## src/hw/jam_settings.svh

```systemverilog
`ifndef JAM_SETTINGS_SVH
`define JAM_SETTINGS_SVH

// Workers per problem, equal to the number of jobs
`define JAM_WORKERS 8

// One worker or job index
`define JAM_INDEX_W 3

// Single entry of the cost table
`define JAM_COST_W 7

// Sum of eight costs
// Largest reachable total is 1016
`define JAM_TOTAL_W 10

// Match counter wide enough for all 40320 permutations
`define JAM_COUNT_W 16

// Minimum starts above any reachable total
`define JAM_MIN_INIT {`JAM_TOTAL_W{1'b1}}

`endif

```

## src/hw/jamPkg.sv

```systemverilog
`include "jam_settings.svh"

package jamPkg;

    // Worker or job number
    typedef logic [`JAM_INDEX_W-1:0] indexT;

    // One cost table entry
    typedef logic [`JAM_COST_W-1:0] costT;

    // Total cost of one assignment
    typedef logic [`JAM_TOTAL_W-1:0] totalT;

    // Number of assignments that reach the minimum
    typedef logic [`JAM_COUNT_W-1:0] countT;

    // Entry j holds the worker placed on job j
    typedef indexT [`JAM_WORKERS-1:0] assignT;

    // Lookup request toward the cost table
    typedef struct packed {
        indexT worker;
        indexT job;
    } queryT;

    // Finished score handed from walker to tracker
    typedef struct packed {
        totalT total;
        // Set on the score of the final assignment
        logic  done;
    } scoreT;

endpackage

```

## src/hw/permutationStepper.sv

```systemverilog
`timescale 1ns/1ns

`include "jam_settings.svh"

module permutationStepper
    import jamPkg::*;
(
    input  logic   CLK,
    input  logic   RST,
    input  logic   advance,
    output assignT assignment,
    output logic   last
);

    // Highest index whose entry exceeds its successor
    indexT  pivot;
    logic   hasPivot;

    // Largest tail entry still below the pivot entry
    indexT  partner;

    // Assignment after the swap, then after the tail reversal
    assignT swapped;
    assignT nextAssign;

    // Pivot search
    // Later matches overwrite earlier ones so the highest index wins
    always_comb
    begin
        hasPivot = 1'b0;
        pivot = '0;
        for (int i = 0; i < `JAM_WORKERS - 1; i++)
        begin
            if (assignment[i] > assignment[i + 1])
            begin
                hasPivot = 1'b1;
                pivot = indexT'(i);
            end
        end
    end

    // Tail right of the pivot is ascending
    // so the last entry below the pivot entry is the largest such one
    always_comb
    begin
        partner = pivot;
        for (int k = 0; k < `JAM_WORKERS; k++)
        begin
            if ((k > int'(pivot)) && (assignment[k] < assignment[pivot]))
            begin
                partner = indexT'(k);
            end
        end
    end

    // Exchange pivot and partner
    always_comb
    begin
        swapped = assignment;
        swapped[pivot] = assignment[partner];
        swapped[partner] = assignment[pivot];
    end

    // Reverse the tail
    // Tail stays ascending after the swap
    // Reversal makes it descending
    always_comb
    begin
        nextAssign = swapped;
        for (int j = 0; j < `JAM_WORKERS; j++)
        begin
            if (j > int'(pivot))
            begin
                nextAssign[j] = swapped[int'(pivot) + `JAM_WORKERS - j];
            end
        end
    end

    // Ascending order has no pivot and ends the enumeration
    assign last = !hasPivot;

    // Start from descending order, worker 7 on job 0
    always_ff @(posedge CLK or posedge RST)
    begin
        if (RST)
        begin
            for (int j = 0; j < `JAM_WORKERS; j++)
            begin
                assignment[j] <= indexT'(`JAM_WORKERS - 1 - j);
            end
        end
        else if (advance && !last)
        begin
            // Final assignment is held once reached
            assignment <= nextAssign;
        end
    end

endmodule

```

## src/hw/costWalker.sv

```systemverilog
`timescale 1ns/1ns

`include "jam_settings.svh"

module costWalker
    import jamPkg::*;
(
    input  logic   CLK,
    input  logic   RST,
    input  assignT assignment,
    input  logic   last,
    input  costT   cost,
    output queryT  query,
    output logic   advance,
    output scoreT  score,
    output logic   scoreValid
);

    // Slot of the final job in an assignment
    localparam indexT LAST_SLOT = indexT'(`JAM_WORKERS - 1);

    // Job number of the next query to issue
    indexT slot;

    // Cleared after the final assignment has been issued
    logic  running;

    // Query on W/J is live and its cost is sampled next edge
    logic  queryValid;

    // Copy of last taken when the current assignment was released
    logic  lastSeen;

    // Running sum of sampled costs
    totalT sum;
    totalT partial;
    totalT nextSum;

    // Cost of the query currently on the bus belongs to the final job
    logic  finalSample;

    // Job 0 restarts the sum
    assign partial = (query.job == '0) ? '0 : sum;
    assign nextSum = partial + totalT'(cost);

    assign finalSample = queryValid && (query.job == LAST_SLOT);

    // Stepper moves on as the slot 7 query is registered
    assign advance = running && (slot == LAST_SLOT);

    // Slot sequencing and query issue
    always_ff @(posedge CLK or posedge RST)
    begin
        if (RST)
        begin
            slot <= '0;
            running <= 1'b1;
            queryValid <= 1'b0;
            lastSeen <= 1'b0;
            scoreValid <= 1'b0;
            query <= '0;
        end
        else
        begin
            queryValid <= running;
            // Strobe follows the slot 7 sample by one cycle
            scoreValid <= finalSample;
            if (running)
            begin
                query.worker <= assignment[slot];
                query.job <= slot;
                // Wraps from 7 back to 0
                slot <= slot + 1'b1;
                if (advance)
                begin
                    lastSeen <= last;
                    // Nothing left to issue after the final assignment
                    if (last)
                    begin
                        running <= 1'b0;
                    end
                end
            end
        end
    end

    // Accumulate one cost per cycle
    always_ff @(posedge CLK)
    begin
        if (queryValid)
        begin
            sum <= nextSum;
        end
        if (finalSample)
        begin
            score.total <= nextSum;
            score.done <= lastSeen;
        end
    end

endmodule

```

## src/hw/minCostTracker.sv

```systemverilog
`timescale 1ns/1ns

`include "jam_settings.svh"

module minCostTracker
    import jamPkg::*;
(
    input  logic  CLK,
    input  logic  RST,
    input  scoreT score,
    input  logic  scoreValid,
    output totalT minCost,
    output countT matchCount,
    output logic  valid
);

    // Incoming total beats the best so far
    logic better;

    // Incoming total ties the best so far
    logic equal;

    assign better = score.total < minCost;
    assign equal = score.total == minCost;

    always_ff @(posedge CLK or posedge RST)
    begin
        if (RST)
        begin
            minCost <= `JAM_MIN_INIT;
            matchCount <= '0;
            valid <= 1'b0;
        end
        else if (scoreValid)
        begin
            if (better)
            begin
                // New minimum with this assignment as its only match so far
                minCost <= score.total;
                matchCount <= countT'(1);
            end
            else if (equal)
            begin
                matchCount <= matchCount + 1'b1;
            end
            // Final assignment scored
            // Valid then holds until reset
            if (score.done)
            begin
                valid <= 1'b1;
            end
        end
    end

endmodule

```

## src/hw/jamTop.sv

```systemverilog
`timescale 1ns/1ns

module jamTop
    import jamPkg::*;
(
    input  logic  CLK,
    input  logic  RST,
    output indexT W,
    output indexT J,
    input  costT  Cost,
    output countT MatchCount,
    output totalT MinCost,
    output logic  Valid
);

    // Current assignment from the stepper
    assignT assignment;
    logic   last;
    logic   advance;

    // Registered lookup request
    queryT  query;

    // Finished score toward the tracker
    scoreT  score;
    logic   scoreValid;

    // Lookup port driven straight from the walker registers
    assign W = query.worker;
    assign J = query.job;

    permutationStepper stepper (
        .CLK        (CLK),
        .RST        (RST),
        .advance    (advance),
        .assignment (assignment),
        .last       (last)
    );

    costWalker walker (
        .CLK        (CLK),
        .RST        (RST),
        .assignment (assignment),
        .last       (last),
        .cost       (Cost),
        .query      (query),
        .advance    (advance),
        .score      (score),
        .scoreValid (scoreValid)
    );

    minCostTracker tracker (
        .CLK        (CLK),
        .RST        (RST),
        .score      (score),
        .scoreValid (scoreValid),
        .minCost    (MinCost),
        .matchCount (MatchCount),
        .valid      (Valid)
    );

endmodule

```

## config.mk

```make
export PLATFORM = sky130hd
export DESIGN_NAME = jamTop
export DESIGN_NICKNAME = d
export VERILOG_FILES = /design/src/hw/jamPkg.sv /design/src/hw/permutationStepper.sv /design/src/hw/costWalker.sv /design/src/hw/minCostTracker.sv /design/src/hw/jamTop.sv
export VERILOG_INCLUDE_DIRS = /design/src /design/src/hw
export SDC_FILE = /design/constraint.sdc
export NUM_CORES = 1
export LEC_CHECK = 0
export BUFFER_PORTS_ARGS = -buffer_cell sky130_fd_sc_hd__buf_2
export CORE_ASPECT_RATIO = 0.75
export CORE_MARGIN = 3
export CORE_UTILIZATION = 40
export DETAILED_ROUTE_END_ITERATION = 16
export GPL_TIMING_DRIVEN = 0
export PLACE_DENSITY = 0.55
export REMOVE_ABC_BUFFERS = 1
export SYNTH_ARGS = -nofsm -noshare
export SYNTH_HDL_FRONTEND = slang
export SYNTH_SLANG_ARGS = --single-unit
```

## constraint.sdc

```tcl
create_clock -name CLK -period 14.91 [get_ports CLK]
set_input_delay 0.7455 -clock CLK [delete_from_list [all_inputs] [get_ports CLK]]
set_output_delay 0.7455 -clock CLK [all_outputs]
set_load 0.05 [all_outputs]
```

==> flow_metrics.py, run 1 <==
metrics = {
    "synth": {
        "synth_seq_cells": 85,
        "syn_area_mm2": 0.008112,
        "synth_sequential_area_ratio_pct": 27.87,
        "synth_edf_count": 21,
        "post-synth-top-area-fraction_pct": 12.65,
        "synth.area.top_cells": "dfrtp_1, ha_1, edfxtp_1",
        "yosysMostFrequentCell": "nor2_1",
        "syn_inst": 959,
        "synth.distinct_cells": 101,
        "ys_top_cells_by_count": "nor2_1, nand2_1, a21oi_1",
        "ys_warn_count": 0,
        "syn_area_per_cell_um2": 8.458,
        "async_reset_ff_share_pct": 75.29,
        "synth_ff_type": "dfrtp_1",
        "yosysTopAreaCell": "dfrtp_1",
    },
    "clocking": {
        "htreeDepth": 3,
        "ctsResizeCount": 0,
        "cts-root-buf": "clkbuf_16",
        "cts_tree": "built",
        "clock_latency_ns": 0.34,
        "cts_sinks": 85,
        "holdBufCountCts": 0,
        "clock_path_buffers": 2,
        "clk_pin_slew_ns": 0.06,
        "numCtsBuffers": 9,
        "post_cts_buffers": 0,
    },
    "global_route": {
        "grt_pass1_wl_um": 44950,
        "grt_usage_pct": 26.87,
        "antenna_found_initial": 0,
        "grt_pass1_vias": 7237,
        "grt_max_degree": 65,
        "overflow": 0,
    },
    "timing": {
        "setup_viol": 0,
        "rsz0062_at_grt": "no",
        "post-route-period-util_pct": 68.55,
        "skew_ns": 0.008719,
        "drv_slew": 0,
        "max_slew_margin_pct": 12.38,
        "clock.fmax_mhz": 97.84,
        "final.setup.tns_ns": 0,
        "final-hold-violation-count": 0,
        "fin_crit_ns": 10.22,
        "worst_slew_pin_slew_ns": 1.313,
    },
    "route": {
        "drc": 0,
        "post_drt_wl_per_cell_um": 24.21,
        "drt-vias-per-instance": 6.459,
        "totalWireLength_um": 29490,
        "drt_first_pass_iters": 5,
        "vias": 7867,
        "first_iter_violations": 1129,
        "antenna_left": 0,
    },
    "die": {
        "chipWidth_um": 170.4,
        "rows": 44,
        "top_level_ports": 42,
        "die_h_um": 129.3,
        "die-area_mm2": 0.02204,
        "core_area_mm2": 0.01960,
        "initial_core_util_pct": 41.39,
    },
    "setup_path": {
        "cp.required_ns": 15.15,
        "r2r_cells": 25,
        "critical_path_class": "flip-flop to flip-flop",
        "r2r_slack_ns": 4.69,
        "r2r-start": "stepper.assignment[19]",
        "startpoint_type": "flip-flop",
        "cp_max_fo": 39,
        "crit_start": "stepper.assignment[19]",
        "end_kind": "flip-flop",
        "critPathArrivalTime_ns": 10.47,
        "r2r-end": "stepper.assignment[20]",
    },
    "finish": {
        "finalNonFillerCells": 1218,
        "syn2layout_area_growth_pct": 8.175,
        "layout.nets": 1028,
        "drive_gt1_share_pct": 14.82,
        "antenna_cells": 0,
    },
    "pwr": {
        "share_comb_of_total_power_pct": 1.5,
        "p_clk_share_pct": 49.7,
        "power.leakage_nw": 3.534,
        "sw_frac_of_total_pct": 20.67,
        "power_switching_w": 0.0001010,
        "power_density_mw_per_mm2": 55.67,
        "seqPwrFrac_pct": 48.8,
        "power.internal_w": 0.0003875,
        "ir_drop_uv": 51.04,
    },
    "place": {
        "dpl.hpwl_um": 21770,
        "place.gp.congestion": 0.9633,
        "place_inst": 1202,
        "portBuffers": 41,
    },
    "worst_hold_path": {
        "hold_path_depth": 1,
        "hold_path_class": "flip-flop to flip-flop",
        "worstHoldEndpoint": "tracker.valid",
        "hold_path.startpoint": "walker.score[0]",
    },
    "job": {
        "maxCapViolCount": 0,
    },
    "run_status": {
        "outcome": "finished, final reports clean",
    },
}
## power by group through the flow
| stage | clock network (W) | registers (W) | logic (W) |
|---|---|---|---|
| after floorplan | 0 | 0.000243 | 0.00000437 |
| after global placement | 0 | 0.000243 | 0.00000719 |
| after detailed placement | 0 | 0.000243 | 0.00000744 |
| after CTS | 0.000249 | 0.000238 | 0.00000750 |
| after global routing | 0.000261 | 0.000238 | 0.00000850 |
| final | 0.000243 | 0.000238 | 0.00000712 |
## stage by stage
stage / hold WS [ns] / util, % / area, µm² / total power, W / setup slack, ns
detailed placement: 0.4410 / 43.13 / 8453 / 0.0002502 / 5.493
global placement: 0.4359 / 42.86 / 8401 / 0.0002499 / 2.456
global route: 0.4677 / 44.77 / 8775 / 0.0005077 / 4.452
CTS: 0.4561 / 44.75 / 8770 / 0.0004950 / 5.424
finish: 0.4489 / 44.77 / 8775 / 0.0004884 / 4.689
floorplan: 0.4194 / - / 7879 / 0.0002471 / 6.535
## routing by layer
layer  up-vias  GRT usage (%)  share of wire, %
met5         -              0                 0
met4         0          5.484               2.1
met3        57          8.997                13
met2       470          35.19                37
met1      3737          42.06                48
li1       3603              -                 -
## state kept, by name (all words and copies together), names as in the netlist, 3 cells and up
| signal | count |
|---|---|
| stepper.assignment | 24 |
| tracker.matchCount | 16 |
| walker.score | 11 |
| tracker.minCost | 10 |
| walker.sum | 10 |
| walker.query | 6 |
| walker.slot | 3 |
## how the worst max path moves through the flow
stage / endpoint / slack (ns) / cells past startpoint
after floorplan: stepper.assignment[18] / 6.54 / 27
after global placement: stepper.assignment[15] / 2.46 / 27
after detailed placement: stepper.assignment[20] / 5.49 / 25
after CTS: stepper.assignment[20] / 5.42 / 25
after global routing: stepper.assignment[15] / 4.45 / 25
final: stepper.assignment[20] / 4.69 / 25
## placed cells by master, fill, tap and decap left out, drive strengths merged, types with 21 or more instances in the layout
cell / count
edfxtp: 21
o21ai: 70
dfrtp: 41
a21oi: 63
buf: 43
nand3: 38
ha: 58
dfstp: 23
mux2i: 31
nor2: 98
nor3: 28
nand2: 85
inv: 57
## worst max-delay path, stage by stage, from the launching register on
cell,delay [ns]
dfrtp_1,0.71
inv_1,0.21
ha_1,0.34
and3b_4,0.20
o21a_1,0.28
a211oi_2,0.59
nor2_4,0.17
buf_12,0.23
inv_1,0.96
o211ai_1,0.31
o21ai_0,0.17
nor2_1,0.06
or2_2,0.45
inv_1,0.73
ha_1,0.30
nor2_1,0.07
o211ai_1,0.13
nand3_1,0.54
nor2_1,0.76
o21a_1,0.44
a22oi_1,0.16
o311ai_2,1.06
o21ai_1,0.35
o22ai_1,0.46
mux2i_1,0.16
o31ai_1,0.21
## cell families after synthesis
kind of cell / synth area share, %
DFF: 27.87
xor gates and xnor gates: 2.591
muxes: 7.620
adders and majority gates: 9.193
buffers and inverters: 5.506
and+or+nand+nor: 19.25
AOI/OAI and AO/OA: 27.97
## layout make-up
| type | count | area [µm²] |
|---|---|---|
| Sequential cell | 85 | 2261 |
| Timing Repair Buffer | 43 | 240.2 |
| Multi-Input combinational cell | 764 | 5424 |
| Clock buffer | 10 | 229.0 |
| Fill cell | 1988 | 10820 |
| Inverter | 57 | 216.5 |
| Clock inverter | 6 | 87.58 |
| Tap cell | 253 | 316.6 |
Note: power is estimated with default switching activity, not from simulation.
==> run 2, diff against run 1 <==
Settings changed: ABC_AREA set to 1.
Clock period 14.91 ns to 10.13 ns, I/O delays scaled along.
==> run 2 against run 1 <==
Against the previous run:
- core utilization grew 0.50 points
- global-route usage shrank 2.3 points
- sequential cell count is the same
- first-iteration DRC count decreased by 23%
- critical path depth up 12
- fmax grew 40%
- critical path type unchanged
- via count shrank 3.8%
- clock power up 46%
- power is 46% higher
- synthesized area shrank 7.8%
==> flow_metrics.py, run 2 <==
metrics = {
    "setup_path": {
        "r2r_slack_ns": 2.84,
        "critical_path_class": "flip-flop to flip-flop",
        "crit_start": "stepper.assignment[7]",
        "cp_slowest_stage_delay_ns": 0.93,
        "cp.required_ns": 10.35,
        "setup.worst_path.end": "stepper.assignment[15]",
        "cp_max_fo": 43,
        "r2r_cells": 37,
        "critPathArrivalTime_ns": 7.51,
        "r2r-end": "stepper.assignment[15]",
        "worst_path_max_delay_cell": "o21ai_0",
        "path_common_cell": "nand2_1",
        "r2r-start": "stepper.assignment[7]",
        "end_kind": "flip-flop",
        "startpoint_type": "flip-flop",
    },
    "route": {
        "antenna_left": 0,
        "drt-vias-per-instance": 5.565,
        "totalWireLength_um": 24850,
        "first_iter_violations": 871,
        "post_drt_wl_per_cell_um": 18.27,
        "drc": 0,
        "drt_first_pass_iters": 5,
        "vias": 7568,
    },
    "synth": {
        "synth_edf_count": 21,
        "yosysTopAreaCell": "nand3_1",
        "syn_area_mm2": 0.007478,
        "ys_warn_count": 0,
        "yosysMostFrequentCell": "nand2_1",
        "syn_inst": 1092,
        "syn_area_per_cell_um2": 6.848,
        "async_reset_ff_share_pct": 75.29,
        "synth.area.top_cells": "nand3_1, dfrtp_1, nand2_1",
        "ys_top_cells_by_count": "nand2_1, nand3_1, inv_1",
        "post-synth-top-area-fraction_pct": 13.85,
        "synth.distinct_cells": 44,
        "synth_seq_cells": 85,
        "synth_sequential_area_ratio_pct": 30.23,
        "synth_ff_type": "dfrtp_1",
    },
    "worst_hold_path": {
        "hold_path_class": "primary input to async pin",
    },
    "global_route": {
        "antenna_found_initial": 0,
        "grtUsageMet3_pct": 6.316,
        "grt_pass1_vias": 6634,
        "grt_usage_pct": 24.55,
        "grt_max_degree": 65,
        "use_met2_pct": 32.68,
        "overflow": 0,
        "met1_usage_pct": 39.78,
        "grt_pass1_wl_um": 38740,
        "grt-busiest-layer": "met1",
    },
    "clocking": {
        "cts-root-buf": "clkbuf_16",
        "numCtsBuffers": 9,
        "holdBufCountCts": 0,
        "cts_sinks": 85,
        "post_cts_buffers": 0,
        "htreeDepth": 3,
        "cts_tree": "built",
        "clk_pin_slew_ns": 0.07,
        "clock_latency_ns": 0.35,
        "clock_path_buffers": 2,
        "ctsResizeCount": 0,
    },
    "place": {
        "dpl.hpwl_um": 18830,
        "portBuffers": 41,
        "place_inst": 1344,
        "place_worst_setup_slack_ns": 3.277,
        "place.gp.congestion": 0.9265,
    },
    "run_status": {
        "outcome": "finished, final reports clean",
    },
    "job": {
        "maxCapViolCount": 0,
    },
    "timing": {
        "setup_viol": 0,
        "final-hold-violation-count": 0,
        "worst_slew_pin_slew_ns": 1.233,
        "fin_ws_ns": 2.839,
        "rsz0062_at_grt": "no",
        "post-route-period-util_pct": 71.98,
        "clock.fmax_mhz": 137.2,
        "drv_slew": 0,
        "skew_ns": 0.01105,
        "fin_crit_ns": 7.291,
        "max_slew_margin_pct": 17.50,
        "final.setup.tns_ns": 0,
    },
    "pwr": {
        "power.leakage_nw": 3.971,
        "power_density_mw_per_mm2": 87.85,
        "ir_drop_uv": 72.43,
        "finalPower_w": 0.0007148,
    },
    "finish": {
        "final_common_cell": "nand2_1",
        "top_regs": "stepper.assignment (24), tracker.matchCount (16), walker.score (11)",
        "largest_reg_flops": 24,
        "layout_common_cells": "nand2_1, nand3_1, inv_1",
        "n_fill_cell": 1915,
        "layout.nets": 1181,
        "finalNonFillerCells": 1360,
        "antenna_cells": 0,
        "top_register": "stepper.assignment",
        "syn2layout_area_growth_pct": 8.800,
        "drive_gt1_share_pct": 11.54,
    },
    "die": {
        "chipWidth_um": 163.9,
        "initial_core_util_pct": 41.61,
        "die-area_mm2": 0.02039,
        "rows": 42,
        "core_area_mm2": 0.01797,
        "top_level_ports": 42,
        "die_h_um": 124.4,
    },
}
run 2: cell count changes after synthesis, moves of 13 or more:
cell and delta:
mux2i_1 -31, nand3_1 +169, a211oi_1 -13, nand2_1 +165, a21oi_1 +22, inv_1 +81
nor2_1 -38, and2_1 -13, clkbuf_1 -24, nor3_1 -18
run 2: cell type report:
type | instances | area [µm²] | share of cell area, %
clock buffer | 9 | 225.2 | 2.768
clock inverter | 7 | 80.08 | 0.9842
inverter | 146 | 550.5 | 6.766
multi-input combinational | 830 | 4512 | 55.45
sequential | 85 | 2261 | 27.79
tap | 242 | 302.8 | 3.721
timing repair buffer | 41 | 205.2 | 2.522
run 2: worst min path at each step:
stage	endpoint	depth (start not counted)	slack, ns	from
final	tracker.matchCount[15]	2	0.32	RST
after global routing	tracker.matchCount[15]	2	0.39	RST
after CTS	tracker.matchCount[15]	2	0.36	RST
after detailed placement	walker.score[0]	0	0.45	walker.lastSeen
after global placement	tracker.valid	1	0.44	walker.score[0]
after floorplan	walker.score[0]	0	0.43	walker.lastSeen
run 2: cells by family after synthesis:
logic type | share of synthesized area, %
simple gates | 36.87
buf+inv | 9.503
compound gates | 12.36
flops | 30.23
fa+ha+maj | 9.972
xor+xnor | 1.054
run 2: stage by stage:
stage | hold slack, ns | cell area (µm²) | util (%)
after floorplan | 0.4253 | 7316 | -
after global placement | 0.4376 | 7824 | 43.53
after detailed placement | 0.4503 | 7831 | 43.57
after CTS | 0.3600 | 8137 | 45.27
after global routing | 0.3922 | 8137 | 45.27
final | 0.3216 | 8137 | 45.27
run 2: per-layer routing:
layer  routed length, µm  vias up
li1                    -     3718
met1               12240     3499
met2                9729      333
met3                2659       18
met4                 223        0
met5                   0        -
run 2: report_power, final:
group	internal [W]	total [W]	switching (W)
Sequential	0.000351	0.000351	0
Clock	0.000195	0.000354	0.000158
Combinational	0.00000249	0.0000105	0.00000801
run 2: worst max-delay path: cells and delay by family (launching register included):
kind | cells | cell delay, ns
compound gates | 4 | 1.36
fa+ha+maj | 2 | 0.72
buf+inv | 4 | 0.97
flops | 1 | 0.57
simple gates | 27 | 3.47
==> run 3, diff against run 2 <==
Settings changed: PLACE_DENSITY 0.55 to 0.57.
Clock period 10.13 ns to 6.1 ns, I/O delays scaled along.
==> run 3 against run 2 <==
Against the previous run:
- clock skew barely moved
- largest power group unchanged
- critical endpoint is now stepper.assignment[17]
- design area is 1.6% higher
- hold slack got worse by 0.20 ns
==> flow_metrics.py, run 3 (synthesis gave the netlist of run 2 again) <==
metrics = {
    "global_route": {
        "grt_max_degree": 65,
        "grt_usage_pct": 24.54,
        "overflow": 0,
        "grt_pass1_vias": 6719,
        "grt_pass1_wl_um": 38940,
        "antenna_found_initial": 0,
    },
    "timing": {
        "clock.fmax_mhz": 173.5,
        "skew_ns": 0.01058,
        "fin_ws_ns": 0.3377,
        "setup_viol": 0,
        "final-hold-violation-count": 0,
        "fin_crit_ns": 5.762,
        "drv_slew": 0,
        "worst_slew_pin_slew_ns": 1.192,
        "max_slew_margin_pct": 20.23,
        "rsz0062_at_grt": "no",
        "holdWs_ns": 0.1201,
        "post-route-period-util_pct": 94.46,
    },
    "route": {
        "drc": 0,
        "met3WireLength_um": 3064,
        "first_iter_violations": 1024,
        "drt_first_pass_iters": 6,
        "vias": 7674,
        "wl_met2_um": 9874,
        "routed.top_layer": "met4",
        "post_drt_wl_per_cell_um": 18.37,
        "drt-vias-per-instance": 5.606,
        "antenna_left": 0,
        "totalWireLength_um": 25150,
        "m1WireLength_um": 11850,
    },
    "pwr": {
        "power.internal_w": 0.0009104,
        "power.leakage_nw": 4.020,
        "power_switching_w": 0.0002764,
        "power_density_mw_per_mm2": 143.6,
        "share_comb_of_total_power_pct": 1.5,
        "ir_drop_uv": 126.8,
        "p_clk_share_pct": 49.4,
        "seqPwrFrac_pct": 49.1,
        "sw_frac_of_total_pct": 23.29,
    },
    "finish": {
        "top_register": "stepper.assignment",
        "finalNonFillerCells": 1369,
        "antenna_cells": 0,
        "finish.utilization_pct": 45.99,
        "layout_common_cells": "nand2_1, nand3_1, inv_1",
        "drive_gt1_share_pct": 12.42,
        "top_regs": "stepper.assignment (24), tracker.matchCount (16), walker.score (11)",
        "syn2layout_area_growth_pct": 10.52,
        "layout.nets": 1190,
        "final_area_mm2": 0.008265,
        "final_common_cell": "nand2_1",
        "largest_reg_flops": 24,
    },
    "clocking": {
        "cts_sinks": 85,
        "clock_path_buffers": 2,
        "cts-root-buf": "clkbuf_16",
        "htreeDepth": 3,
        "clk_pin_slew_ns": 0.07,
        "cts_tree": "built",
        "numCtsBuffers": 9,
        "clock_latency_ns": 0.36,
    },
    "die": {
        "chipWidth_um": 163.9,
        "initial_core_util_pct": 41.61,
        "top_level_ports": 42,
        "core_area_mm2": 0.01797,
        "die_h_um": 124.4,
        "die-area_mm2": 0.02039,
        "rows": 42,
    },
    "place": {
        "place.gp.congestion": 0.9842,
        "portBuffers": 41,
        "place_worst_setup_slack_ns": -0.9130,
        "dpl.hpwl_um": 18430,
        "place_inst": 1344,
        "place_area_mm2": 0.007831,
    },
    "setup_path": {
        "critical_path_class": "flip-flop to flip-flop",
        "cp.required_ns": 6.37,
        "critPathArrivalTime_ns": 6.03,
        "cp_slowest_stage_delay_ns": 0.63,
        "startpoint_type": "flip-flop",
        "cp_max_fo": 31,
        "worst_path_max_delay_cell": "dfstp_2",
        "end_kind": "flip-flop",
        "path_common_cell": "nand2_1",
    },
    "run_status": {
        "outcome": "finished, final reports clean",
    },
    "worst_hold_path": {
        "hold_path_class": "primary input to async pin",
    },
    "job": {
        "maxCapViolCount": 0,
    },
}
run 3: cell count changes in the layout (fill, tap and decap cells not counted), sizes merged:
cell      previous run  this run
clkinv               1         4
clkinvlp             2         1
nand2              263       264
inv                149       147
buf                 41        49
run 3: repair_timing:
item	4_1_cts	5_1_grt
endpoints found under the setup margin	24	21
gates resized for setup	5	9
setup buffers	0	8
hold buffers	0	0
pin swaps	0	4
cloned	0	1
run 3: path summary, 6_finish.rpt:
check | startpoint | end | slack [ns] | depth (start not counted)
setup / recovery | stepper.assignment[11] | stepper.assignment[17] | 0.34 | 37
hold / removal | RST | tracker.matchCount[5] | 0.12 | 2
setup reg to reg | stepper.assignment[11] | stepper.assignment[17] | 0.34 | 37
hold reg to reg | walker.lastSeen | walker.score[0] | 0.45 | 0
max in group asynchronous | RST | stepper.assignment[7] | 5.37 | 2
min in group CLK | Cost[0] | walker.sum[0] | 0.29 | 2
run 3: power groups by stage:
stage	logic [W]	clock network, W	registers (W)
after floorplan	0.0000106	0	0.000593
after global placement	0.0000181	0	0.000593
after detailed placement	0.0000184	0	0.000593
after CTS	0.0000185	0.000600	0.000582
after global routing	0.0000207	0.000617	0.000582
final	0.0000175	0.000587	0.000583
run 3: metrics by stage:
stage,TNS (ns),total power (W)
floorplan,0,0.0006040
global placement,-17.76,0.0006115
detailed placement,-17.17,0.0006117
CTS,0,0.001201
global route,0,0.001220
finish,0,0.001187
run 3: per-layer routing:
layer	track usage, %	vias to the layer above
met5	0	-
met4	5.470	0
met3	7.114	38
met2	31.98	381
met1	39.02	3521
li1	-	3734
run 3: worst max-delay path: cells and delay by family, from the launching register on:
family | cells | cell delay (ns)
compound gates | 3 | 0.77
fa+ha+maj | 2 | 0.58
buf+inv | 6 | 0.58
flops | 1 | 0.63
simple gates | 26 | 3.05
run 3: layout make-up:
| class | count | area, µm² |
|---|---|---|
| Clock buffer | 9 | 225.2 |
| Clock inverter | 7 | 80.08 |
| Fill cell | 1889 | 9707 |
| Timing Repair Buffer | 49 | 265.3 |
| Inverter | 146 | 576.8 |
| Sequential cell | 85 | 2262 |
| Multi-Input combinational cell | 831 | 4553 |
| Tap cell | 242 | 302.8 |
